==> src/logic/arp_pkg.sv <==
package arp_pkg;

  typedef logic [31:0] ipv4_t;     // MSB is the first byte on the wire
  typedef logic [47:0] mac_addr_t;
  typedef logic [15:0] arp_oper_t;

  localparam arp_oper_t   OPER_REQUEST = 16'd1;
  localparam arp_oper_t   OPER_REPLY   = 16'd2;
  localparam logic [15:0] HW_TYPE_ETH  = 16'd1;
  localparam logic [15:0] PROTO_IPV4   = 16'h0800;
  localparam logic [7:0]  HW_LEN       = 8'd6;
  localparam logic [7:0]  PROTO_LEN    = 8'd4;

  localparam int ARP_HDR_BYTES  = 28;
  localparam int TX_FRAME_BYTES = 46; // Header plus zero padding
  localparam int MAX_RX_BYTES   = 46;

  localparam mac_addr_t BROADCAST_MAC = 48'hffff_ffff_ffff;

  // Wire order, first field is sent first
  typedef struct packed {
    logic [15:0] hw_type;
    logic [15:0] proto;
    logic [7:0]  hlen;
    logic [7:0]  plen;
    arp_oper_t   oper;
    mac_addr_t   src_mac;
    ipv4_t       src_ipv4;
    mac_addr_t   dst_mac;
    ipv4_t       dst_ipv4;
  } arp_hdr_t;

  typedef struct packed {
    mac_addr_t mac_addr;
    ipv4_t     ipv4_addr;
  } dev_t;

  typedef struct packed {
    ipv4_t     ipv4_addr;
    mac_addr_t mac_addr;
  } arp_entry_t;

  typedef struct packed {
    logic [7:0] data;
    logic       valid;
    logic       err;
    logic       is_arp; // Ethertype seen by the MAC was ARP
  } rx_beat_t;

  typedef struct packed {
    logic [7:0] data;
    logic       valid;
    logic       sof;
    logic       eof;
  } tx_beat_t;

endpackage
==> src/logic/arp_engine.sv <==
module arp_engine #(
  parameter int TABLE_DEPTH   = 8,
  parameter int TIMEOUT_TICKS = 1000000
) (
  input  logic               clk,
  input  logic               rst,
  input  arp_pkg::dev_t      dev,
  input  arp_pkg::rx_beat_t  rx,
  output arp_pkg::tx_beat_t  tx,
  output arp_pkg::mac_addr_t dst_mac,
  output logic               tx_rdy,
  input  logic               tx_req,
  input  arp_pkg::ipv4_t     ipv4,
  input  logic               req,
  output arp_pkg::mac_addr_t mac,
  output logic               val,
  output logic               err
);

  arp_pkg::arp_entry_t learn;
  logic                learn_val;
  arp_pkg::arp_hdr_t   req_hdr;
  logic                reply_due;
  arp_pkg::ipv4_t      lookup_ipv4;
  logic                lookup_start;
  logic                lookup_hit;
  logic                lookup_miss;
  arp_pkg::mac_addr_t  lookup_mac;
  arp_pkg::arp_hdr_t   frame_hdr;
  logic                frame_start;
  logic                busy;

  arp_rx_parser parser0 (
    .clk       (clk),
    .rst       (rst),
    .dev       (dev),
    .rx        (rx),
    .learn     (learn),
    .learn_val (learn_val),
    .req_hdr   (req_hdr),
    .reply_due (reply_due)
  );

  arp_cache #(
    .TABLE_DEPTH (TABLE_DEPTH)
  ) cache0 (
    .clk          (clk),
    .rst          (rst),
    .learn        (learn),
    .learn_val    (learn_val),
    .lookup_ipv4  (lookup_ipv4),
    .lookup_start (lookup_start),
    .lookup_hit   (lookup_hit),
    .lookup_miss  (lookup_miss),
    .lookup_mac   (lookup_mac)
  );

  arp_resolver #(
    .TIMEOUT_TICKS (TIMEOUT_TICKS)
  ) resolver0 (
    .clk          (clk),
    .rst          (rst),
    .dev          (dev),
    .ipv4         (ipv4),
    .req          (req),
    .mac          (mac),
    .val          (val),
    .err          (err),
    .lookup_ipv4  (lookup_ipv4),
    .lookup_start (lookup_start),
    .lookup_hit   (lookup_hit),
    .lookup_miss  (lookup_miss),
    .lookup_mac   (lookup_mac),
    .learn        (learn),
    .learn_val    (learn_val),
    .req_hdr      (req_hdr),
    .reply_due    (reply_due),
    .frame_hdr    (frame_hdr),
    .frame_start  (frame_start),
    .busy         (busy)
  );

  arp_tx_framer framer0 (
    .clk         (clk),
    .rst         (rst),
    .dev         (dev),
    .frame_hdr   (frame_hdr),
    .frame_start (frame_start),
    .busy        (busy),
    .tx          (tx),
    .dst_mac     (dst_mac),
    .tx_rdy      (tx_rdy),
    .tx_req      (tx_req)
  );

endmodule

==> src/logic/arp_resolver.sv <==
module arp_resolver #(
  parameter int TIMEOUT_TICKS = 1000000
) (
  input  logic                clk,
  input  logic                rst,
  input  arp_pkg::dev_t       dev,
  input  arp_pkg::ipv4_t      ipv4,
  input  logic                req,
  output arp_pkg::mac_addr_t  mac,
  output logic                val,
  output logic                err,
  output arp_pkg::ipv4_t      lookup_ipv4,
  output logic                lookup_start,
  input  logic                lookup_hit,
  input  logic                lookup_miss,
  input  arp_pkg::mac_addr_t  lookup_mac,
  input  arp_pkg::arp_entry_t learn,
  input  logic                learn_val,
  input  arp_pkg::arp_hdr_t   req_hdr,
  input  logic                reply_due,
  output arp_pkg::arp_hdr_t   frame_hdr,
  output logic                frame_start,
  input  logic                busy
);

  localparam int TW = $clog2(TIMEOUT_TICKS + 1);

  typedef enum logic [1:0] {
    R_IDLE,
    R_LOOKUP,
    R_SEND,
    R_WAIT
  } rstate_t;

  rstate_t           state;
  arp_pkg::ipv4_t    key;
  arp_pkg::arp_hdr_t request_hdr;
  arp_pkg::arp_hdr_t reply_hdr;
  logic              reply_pend;
  logic [TW-1:0]     timer;
  logic              tx_free;
  logic              send_reply;
  logic              send_request;
  logic              learned;

  assign tx_free      = !busy;
  assign send_reply   = reply_pend && tx_free;
  assign send_request = (state == R_SEND) && !reply_pend && tx_free;
  assign learned      = learn_val && (learn.ipv4_addr == key);
  assign lookup_ipv4  = key;

  // Broadcast who-has with unknown target MAC
  assign request_hdr = '{hw_type: arp_pkg::HW_TYPE_ETH, proto: arp_pkg::PROTO_IPV4,
                         hlen: arp_pkg::HW_LEN, plen: arp_pkg::PROTO_LEN,
                         oper: arp_pkg::OPER_REQUEST,
                         src_mac: dev.mac_addr, src_ipv4: dev.ipv4_addr,
                         dst_mac: '0, dst_ipv4: key};

  always_ff @(posedge clk) begin
    if (state == R_IDLE && req) begin
      key <= ipv4;
    end
    if (state == R_LOOKUP && lookup_hit) begin
      mac <= lookup_mac;
    end else if (state == R_WAIT && learned) begin
      mac <= learn.mac_addr;
    end
    if (reply_due) begin // Newest request wins
      reply_hdr <= '{hw_type: arp_pkg::HW_TYPE_ETH, proto: arp_pkg::PROTO_IPV4,
                     hlen: arp_pkg::HW_LEN, plen: arp_pkg::PROTO_LEN,
                     oper: arp_pkg::OPER_REPLY,
                     src_mac: dev.mac_addr, src_ipv4: dev.ipv4_addr,
                     dst_mac: req_hdr.src_mac, dst_ipv4: req_hdr.src_ipv4};
    end
    if (send_reply) begin
      frame_hdr <= reply_hdr;
    end else if (send_request) begin
      frame_hdr <= request_hdr;
    end
  end

  always_ff @(posedge clk) begin
    if (rst) begin
      state        <= R_IDLE;
      val          <= 1'b0;
      err          <= 1'b0;
      lookup_start <= 1'b0;
      frame_start  <= 1'b0;
      reply_pend   <= 1'b0;
      timer        <= '0;
    end else begin
      lookup_start <= 1'b0;
      err          <= 1'b0;
      frame_start  <= send_reply || send_request;
      if (reply_due) begin
        reply_pend <= 1'b1;
      end else if (send_reply) begin
        reply_pend <= 1'b0;
      end
      case (state)
        R_IDLE: begin
          if (req) begin
            val          <= 1'b0;
            lookup_start <= 1'b1;
            state        <= R_LOOKUP;
          end
        end
        R_LOOKUP: begin
          if (lookup_hit) begin
            val   <= 1'b1;
            state <= R_IDLE;
          end else if (lookup_miss) begin
            state <= R_SEND;
          end
        end
        R_SEND: begin
          timer <= '0;
          if (send_request) state <= R_WAIT;
        end
        R_WAIT: begin
          timer <= timer + 1'b1; // Zero while frame_start is high
          if (learned) begin
            val   <= 1'b1;
            state <= R_IDLE;
          end else if (timer == TW'(TIMEOUT_TICKS - 1)) begin
            err   <= 1'b1;
            state <= R_IDLE;
          end
        end
        default: state <= R_IDLE;
      endcase
    end
  end

endmodule

==> src/logic/arp_cache.sv <==
module arp_cache #(
  parameter int TABLE_DEPTH = 8
) (
  input  logic                clk,
  input  logic                rst,
  input  arp_pkg::arp_entry_t learn,
  input  logic                learn_val,
  input  arp_pkg::ipv4_t      lookup_ipv4,
  input  logic                lookup_start,
  output logic                lookup_hit,
  output logic                lookup_miss,
  output arp_pkg::mac_addr_t  lookup_mac
);

  localparam int            AW   = $clog2(TABLE_DEPTH);
  localparam logic [AW-1:0] LAST = AW'(TABLE_DEPTH - 1);

  typedef enum logic [1:0] {
    L_IDLE,
    L_SCAN,
    L_UPDATE,
    L_ADD
  } lstate_t;

  arp_pkg::arp_entry_t    tbl [TABLE_DEPTH];
  logic [TABLE_DEPTH-1:0] vld;

  lstate_t             lstate;
  arp_pkg::arp_entry_t cur;
  logic [AW-1:0]       w_idx;
  logic [AW-1:0]       wr_ptr; // Round robin, oldest entry goes first
  logic                w_match;

  logic                r_busy;
  logic [AW-1:0]       r_idx;
  arp_pkg::ipv4_t      key;
  logic                r_match;

  assign w_match = vld[w_idx] && (tbl[w_idx].ipv4_addr == cur.ipv4_addr);
  assign r_match = vld[r_idx] && (tbl[r_idx].ipv4_addr == key);

  always_ff @(posedge clk) begin
    if (lstate == L_IDLE && learn_val) begin
      cur <= learn;
    end
    if (lstate == L_UPDATE) begin
      tbl[w_idx].mac_addr <= cur.mac_addr;
    end else if (lstate == L_ADD) begin
      tbl[wr_ptr] <= cur;
    end
    if (!r_busy && lookup_start) begin
      key <= lookup_ipv4;
    end
    if (r_busy && r_match) begin
      lookup_mac <= tbl[r_idx].mac_addr;
    end
  end

  // Learning path
  always_ff @(posedge clk) begin
    if (rst) begin
      lstate <= L_IDLE;
      vld    <= '0;
      w_idx  <= '0;
      wr_ptr <= '0;
    end else begin
      case (lstate)
        L_IDLE: begin
          w_idx <= '0;
          if (learn_val) lstate <= L_SCAN;
        end
        L_SCAN: begin
          if (w_match) begin
            lstate <= L_UPDATE; // w_idx stays on the hit
          end else if (w_idx == LAST) begin
            lstate <= L_ADD;
          end else begin
            w_idx <= w_idx + 1'b1;
          end
        end
        L_UPDATE: lstate <= L_IDLE;
        L_ADD: begin
          vld[wr_ptr] <= 1'b1;
          wr_ptr      <= wr_ptr + 1'b1;
          lstate      <= L_IDLE;
        end
        default: lstate <= L_IDLE;
      endcase
    end
  end

  // Lookup path, one entry per cycle
  always_ff @(posedge clk) begin
    if (rst) begin
      r_busy      <= 1'b0;
      r_idx       <= '0;
      lookup_hit  <= 1'b0;
      lookup_miss <= 1'b0;
    end else begin
      lookup_hit  <= 1'b0;
      lookup_miss <= 1'b0;
      if (!r_busy) begin
        r_idx <= '0;
        if (lookup_start) r_busy <= 1'b1;
      end else if (r_match) begin
        lookup_hit <= 1'b1;
        r_busy     <= 1'b0;
      end else if (r_idx == LAST) begin
        lookup_miss <= 1'b1;
        r_busy      <= 1'b0;
      end else begin
        r_idx <= r_idx + 1'b1;
      end
    end
  end

endmodule

==> src/logic/arp_tx_framer.sv <==
module arp_tx_framer (
  input  logic               clk,
  input  logic               rst,
  input  arp_pkg::dev_t      dev,
  input  arp_pkg::arp_hdr_t  frame_hdr,
  input  logic               frame_start,
  output logic               busy,
  output arp_pkg::tx_beat_t  tx,
  output arp_pkg::mac_addr_t dst_mac,
  output logic               tx_rdy,
  input  logic               tx_req
);

  localparam int PAD_BITS = (arp_pkg::TX_FRAME_BYTES - arp_pkg::ARP_HDR_BYTES) * 8;

  typedef enum logic [1:0] {
    F_IDLE,
    F_WAIT,
    F_DELAY,
    F_SEND
  } fstate_t;

  fstate_t                                     state;
  logic [arp_pkg::TX_FRAME_BYTES-1:0][7:0]     sr;
  arp_pkg::arp_hdr_t                           hdr_out;
  logic [5:0]                                  byte_cnt;
  logic                                        tx_vld;
  logic                                        tx_sof;
  logic                                        tx_eof;

  // Sender fields always come from the device
  always_comb begin
    hdr_out          = frame_hdr;
    hdr_out.src_mac  = dev.mac_addr;
    hdr_out.src_ipv4 = dev.ipv4_addr;
  end

  always_ff @(posedge clk) begin
    if (state == F_IDLE && frame_start) begin
      sr      <= {hdr_out, {PAD_BITS{1'b0}}};
      dst_mac <= (frame_hdr.oper == arp_pkg::OPER_REQUEST) ?
                 arp_pkg::BROADCAST_MAC : frame_hdr.dst_mac;
    end else if (state == F_SEND) begin
      sr <= {sr[arp_pkg::TX_FRAME_BYTES-2:0], 8'h00};
    end
  end

  always_ff @(posedge clk) begin
    if (rst) begin
      state    <= F_IDLE;
      byte_cnt <= '0;
      tx_rdy   <= 1'b0;
      tx_vld   <= 1'b0;
      tx_sof   <= 1'b0;
      tx_eof   <= 1'b0;
    end else begin
      case (state)
        F_IDLE: begin
          if (frame_start) begin
            tx_rdy <= 1'b1;
            state  <= F_WAIT;
          end
        end
        F_WAIT: begin
          if (tx_req) begin // Granted by the MAC
            tx_rdy   <= 1'b0;
            tx_vld   <= 1'b1;
            tx_sof   <= 1'b1;
            byte_cnt <= '0;
            state    <= F_SEND;
          end
        end
        F_SEND: begin
          tx_sof   <= 1'b0;
          byte_cnt <= byte_cnt + 6'd1;
          if (byte_cnt == 6'(arp_pkg::TX_FRAME_BYTES - 2)) begin
            tx_eof <= 1'b1;
          end
          if (byte_cnt == 6'(arp_pkg::TX_FRAME_BYTES - 1)) begin
            tx_vld <= 1'b0;
            tx_eof <= 1'b0;
            state  <= F_DELAY;
          end
        end
        F_DELAY: state <= F_IDLE; // One idle beat after eof
        default: state <= F_IDLE;
      endcase
    end
  end

  assign busy = (state != F_IDLE) || frame_start;
  assign tx   = '{data: sr[arp_pkg::TX_FRAME_BYTES-1], valid: tx_vld, sof: tx_sof, eof: tx_eof};

endmodule

==> src/logic/arp_rx_parser.sv <==
module arp_rx_parser (
  input  logic                clk,
  input  logic                rst,
  input  arp_pkg::dev_t       dev,
  input  arp_pkg::rx_beat_t   rx,
  output arp_pkg::arp_entry_t learn,
  output logic                learn_val,
  output arp_pkg::arp_hdr_t   req_hdr,
  output logic                reply_due
);

  arp_pkg::arp_hdr_t hdr;
  logic [5:0]        byte_cnt;
  logic              in_frame;
  logic              bad;
  logic              frame_end;
  logic              frame_ok;
  logic              for_us;

  assign frame_end = in_frame && !rx.valid;
  assign frame_ok  = !bad && (byte_cnt >= 6'(arp_pkg::ARP_HDR_BYTES));
  assign for_us    = (hdr.oper == arp_pkg::OPER_REQUEST) &&
                     (hdr.proto == arp_pkg::PROTO_IPV4) &&
                     (hdr.dst_ipv4 == dev.ipv4_addr);

  // Only the first 28 bytes land in the header, padding falls off
  always_ff @(posedge clk) begin
    if (rx.valid && byte_cnt < 6'(arp_pkg::ARP_HDR_BYTES)) begin
      hdr <= {hdr[arp_pkg::ARP_HDR_BYTES*8-9:0], rx.data};
    end
  end

  always_ff @(posedge clk) begin
    if (rst) begin
      byte_cnt  <= '0;
      in_frame  <= 1'b0;
      bad       <= 1'b0;
      learn_val <= 1'b0;
      reply_due <= 1'b0;
    end else begin
      learn_val <= frame_end && frame_ok;
      reply_due <= frame_end && frame_ok && for_us;
      if (frame_end) begin
        in_frame <= 1'b0;
        byte_cnt <= '0;
        bad      <= 1'b0;
      end else if (rx.valid) begin
        in_frame <= 1'b1;
        if (byte_cnt == 6'(arp_pkg::MAX_RX_BYTES)) begin
          bad <= 1'b1; // Too long
        end else begin
          byte_cnt <= byte_cnt + 6'd1;
        end
        if (rx.err || !rx.is_arp) begin
          bad <= 1'b1;
        end
      end
    end
  end

  // Header holds until the next frame shifts in
  assign learn   = '{ipv4_addr: hdr.src_ipv4, mac_addr: hdr.src_mac};
  assign req_hdr = hdr;

endmodule

==> config.mk <==
export PLATFORM = sky130hd
export DESIGN_NAME = arp_engine
export DESIGN_NICKNAME = d
export VERILOG_FILES = /design/src/logic/arp_pkg.sv /design/src/logic/arp_engine.sv /design/src/logic/arp_resolver.sv /design/src/logic/arp_cache.sv /design/src/logic/arp_tx_framer.sv /design/src/logic/arp_rx_parser.sv
export SDC_FILE = /design/constraint.sdc
export NUM_CORES = 1
export LEC_CHECK = 0
export BUFFER_PORTS_ARGS = -buffer_cell sky130_fd_sc_hd__buf_2
export CORE_AREA = 2 2 395 397
export DETAILED_ROUTE_END_ITERATION = 6
export DIE_AREA = 0 0 397 399
export GPL_TIMING_DRIVEN = 0
export HOLD_SLACK_MARGIN = 0.06
export PLACE_DENSITY = 0.57
export SYNTH_ARGS = -nofsm -noshare
export SYNTH_HDL_FRONTEND = slang
export SYNTH_SLANG_ARGS = --single-unit
==> constraint.sdc <==
create_clock -name clk -period 8.15 [get_ports clk]
set_input_delay 2.445 -clock clk [delete_from_list [all_inputs] [get_ports clk]]
set_output_delay 2.445 -clock clk [all_outputs]
set_load 0.05 [all_outputs]
==> results_dict.tcl <==
set metrics [dict create \
    slowest_stage "clkbuf_1" \
    syn-num-nets 3122 \
    dpl.cell_count 5340 \
    synthFlopType "edfxtp_1" \
    placed_cell_area_um2 66400 \
    cts_tree "built" \
    synth_seq_cells 1599 \
    swShare_pct 22.7 \
    gr-usage-met3_pct 4.36 \
    post_drt_wl_per_cell_um 27.2 \
    cts_sinks 1599 \
    finalCriticalPeriod_ns 5.08 \
    fillers 12874 \
    hold_viol_final 0 \
    cts_made_buffers 165 \
    clkLatencyLatePin_ns 0.79 \
    crit_type "register to register" \
    hold_ws_ns 0.408 \
    met2_usage_pct 30.5 \
    p_comb_share_pct 6.3 \
    grt.total_usage_pct 19.3 \
    cts-root-buf "clkbuf_16" \
    fin_skew_ns 0.0305 \
    dr_total_vias 29837 \
    ctsHoldBuffers 0 \
    drcViolationCount 0 \
    critPathLaunchType "register" \
    ant_nets 0 \
    worst_setup_path_end_kind "register" \
    core_area_um2 154000 \
    synthCells 2983 \
    grtUsageMet1_pct 27.0 \
    portBuffers 236 \
    fmax_ghz 0.197 \
    multi_input_area_um2 13400 \
    worstHoldStart "parser0.req_hdr[33]" \
    finalSetupTns_ns 0 \
    nets 3602 \
    worst_slack_ns 3.07 \
    period_share_pct 62.3 \
    finalSetupViolations 0 \
    drv_slew 0 \
    grt-busiest-layer "met2" \
    ys_warn_count 0 \
    clkTransAtPathRegs_ns 0.06 \
    drt-initial-drc-count 3071 \
    max-clock-path-buffers 3 \
    outcome "finished clean" \
    cts_resized 0 \
    crit_arrival_ns 5.50 \
    irDropWorstVdd_mv 0.230 \
    cp_top_family "buffers and inverters" \
    worstPathMaxFanout 44 \
    vias_per_cell 5.29 \
    power_leakage_nw 23.0 \
    powerDensity_nw_per_um2 253 \
    power.switching_mw 4.11 \
    wirelength_um 153000 \
    rsz0062_at_grt "no" \
    seq_area_um2 47200 \
    synth_area_per_cell_um2 20.5 \
    path_buf_inv 3 \
    grt_max_degree 69 \
    max_stage_delay_ns 0.93 \
    gp_congestion 0.786 \
    fin_area_um2 71600 \
    min_path_type "register to register" \
    die_x_um 397 \
    die_h_um 399 \
    syn-cell-area_um2 61200 \
    worst_slew_pin_slew_ns 1.20 \
    boundaryPins 237 \
    clkPwrFrac_pct 40.8 \
    relSlewSlack_pct 19.7 \
    hpwl_um 103000 \
    cts_max_level 4 \
    synth_cell_types 49 \
    async_flop_share_pct 0 \
    grt_pass1_vias 30046 \
    cts_setup_buffers 0 \
    drv_cap 0 \
    ys_seq_area_share_pct 77.2 \
    rows 144 \
    antenna_found_initial 17 \
    grt_pass1_wl_um 217000 \
    synth_edf_count 1522 \
    final_cells 5639 \
    required_ns 8.58 \
    areaGrowthSynthToFinish_pct 17.0 \
    grt_overflow 0 \
    place_ws_ns 3.06 \
    crit_chain "clkbuf_1 -> clkbuf_1 -> mux2i_1 -> xnor2_1 -> nor4_1 -> nand4_1 -> nor4_1 -> and2_4 -> buf_16" \
    power_frac_seq_pct 52.9 \
    die-area_um2 158000 \
    start_util_pct 39.8 \
    drtPass1Iterations 5 \
    final_layout_size_suffix_gt1_share_pct 31.2 \
    internal_power_mw 14.0 \
]
-- power groups by stage --
stage | clock network, mW | registers (mW) | logic (mW)
6_report | 7.38 | 9.56 | 1.15
3_3_place_gp | 0 | 9.83 | 1.09
5_1_grt | 7.81 | 9.58 | 1.24
3_5_place_dp | 0 | 9.73 | 1.16
4_1_cts | 7.50 | 9.56 | 1.17
2_1_floorplan | 0 | 9.72 | 0.669
-- through the flow --
step	power, mW	utilization [%]
final	18.1	46.6
after global routing	18.6	46.6
after CTS	18.2	46.6
after detailed placement	10.9	43.2
after global placement	10.9	42.2
after floorplan	10.4	-
-- state kept, by name (all words and copies together) (netlist names), 80 cells and up, named ones only --
| signal | count |
|---|---|
| parser0.learn | 80 |
| cache0.cur | 80 |
| resolver0.frame_hdr | 82 |
| resolver0.reply_hdr | 80 |
| framer0.sr | 216 |
| parser0.req_hdr | 128 |
| cache0.tbl | 640 |
-- area by class of cell --
| type | instances | area share, % |
|---|---|---|
| timing repair buffer | 313 | 3.42 |
| multi-input combinational | 1230 | 18.8 |
| clock buffer | 216 | 6.11 |
| clock inverter | 82 | 1.16 |
| buffer | 141 | 0.895 |
| tap | 2044 | 3.57 |
| sequential | 1599 | 66.0 |
| inverter | 13 | 0.0682 |
| antenna | 1 | 0.00350 |
-- layout by cell type, fill, tap and decap left out, drive strengths merged, types with 22 or more instances in the layout --
cell,netlist,layout
nor2,81,81
clkinv,1,60
mux2i,72,72
clkbuf,89,305
xnor2,72,72
nand2,38,38
and3,54,54
mux2,286,286
nor2b,64,64
edfxtp,1522,1522
mux4,226,226
dfxtp,77,77
nor4,38,38
buf,52,365
nand3,22,22
nand2b,56,56
inv,12,22
xor2,79,79
-- metal layers --
metal,wire length (um),part of all wire (%)
met4,3680,2.4
met2,72800,47
met5,37,0.024
met1,65800,43
met3,11100,7.2
-- cells in the mapped netlist, drive strengths merged, types with 7 or more instances --
cell | n | share of area, %
edfxtp | 1522 | 75
mux2 | 286 | 5.3
mux4 | 226 | 8.3
clkbuf | 89 | 0.55
nor2 | 81 | 0.50
xor2 | 79 | 1.1
dfxtp | 77 | 2.5
mux2i | 72 | 1.2
xnor2 | 72 | 1.0
nor2b | 64 | 0.65
nand2b | 56 | 0.57
and3 | 54 | 0.55
buf | 52 | 0.49
nand2 | 38 | 0.23
nor4 | 38 | 0.39
nand3 | 22 | 0.18
nand4 | 20 | 0.20
a21oi | 17 | 0.14
o21ai | 15 | 0.12
and2 | 13 | 0.13
ha | 12 | 0.25
inv | 12 | 0.074
nor3 | 12 | 0.098
a31oi | 7 | 0.072
-- cells by family after synthesis --
| group | after synthesis | share of synthesized area, % |
|---|---|---|
| AOI/OAI and AO/OA | 57 | 0.628 |
| xor gates and xnor gates | 151 | 2.16 |
| adders and majority gates | 12 | 0.245 |
| buffers and inverters | 154 | 1.12 |
| and+or+nand+nor | 426 | 3.85 |
| DFF | 1599 | 77.2 |
| muxes | 584 | 14.8 |
-- path summary, 6_finish.rpt --
check,to,slack (ns),cells after the start
worst max-delay path,cache0.lookup_mac[32],3.07,9
worst min-delay path,parser0.req_hdr[41],0.41,0
worst max register to register,cache0.lookup_mac[32],3.07,9
worst min register to register,parser0.req_hdr[41],0.41,0
Note: power is estimated with default switching activity, not from simulation.
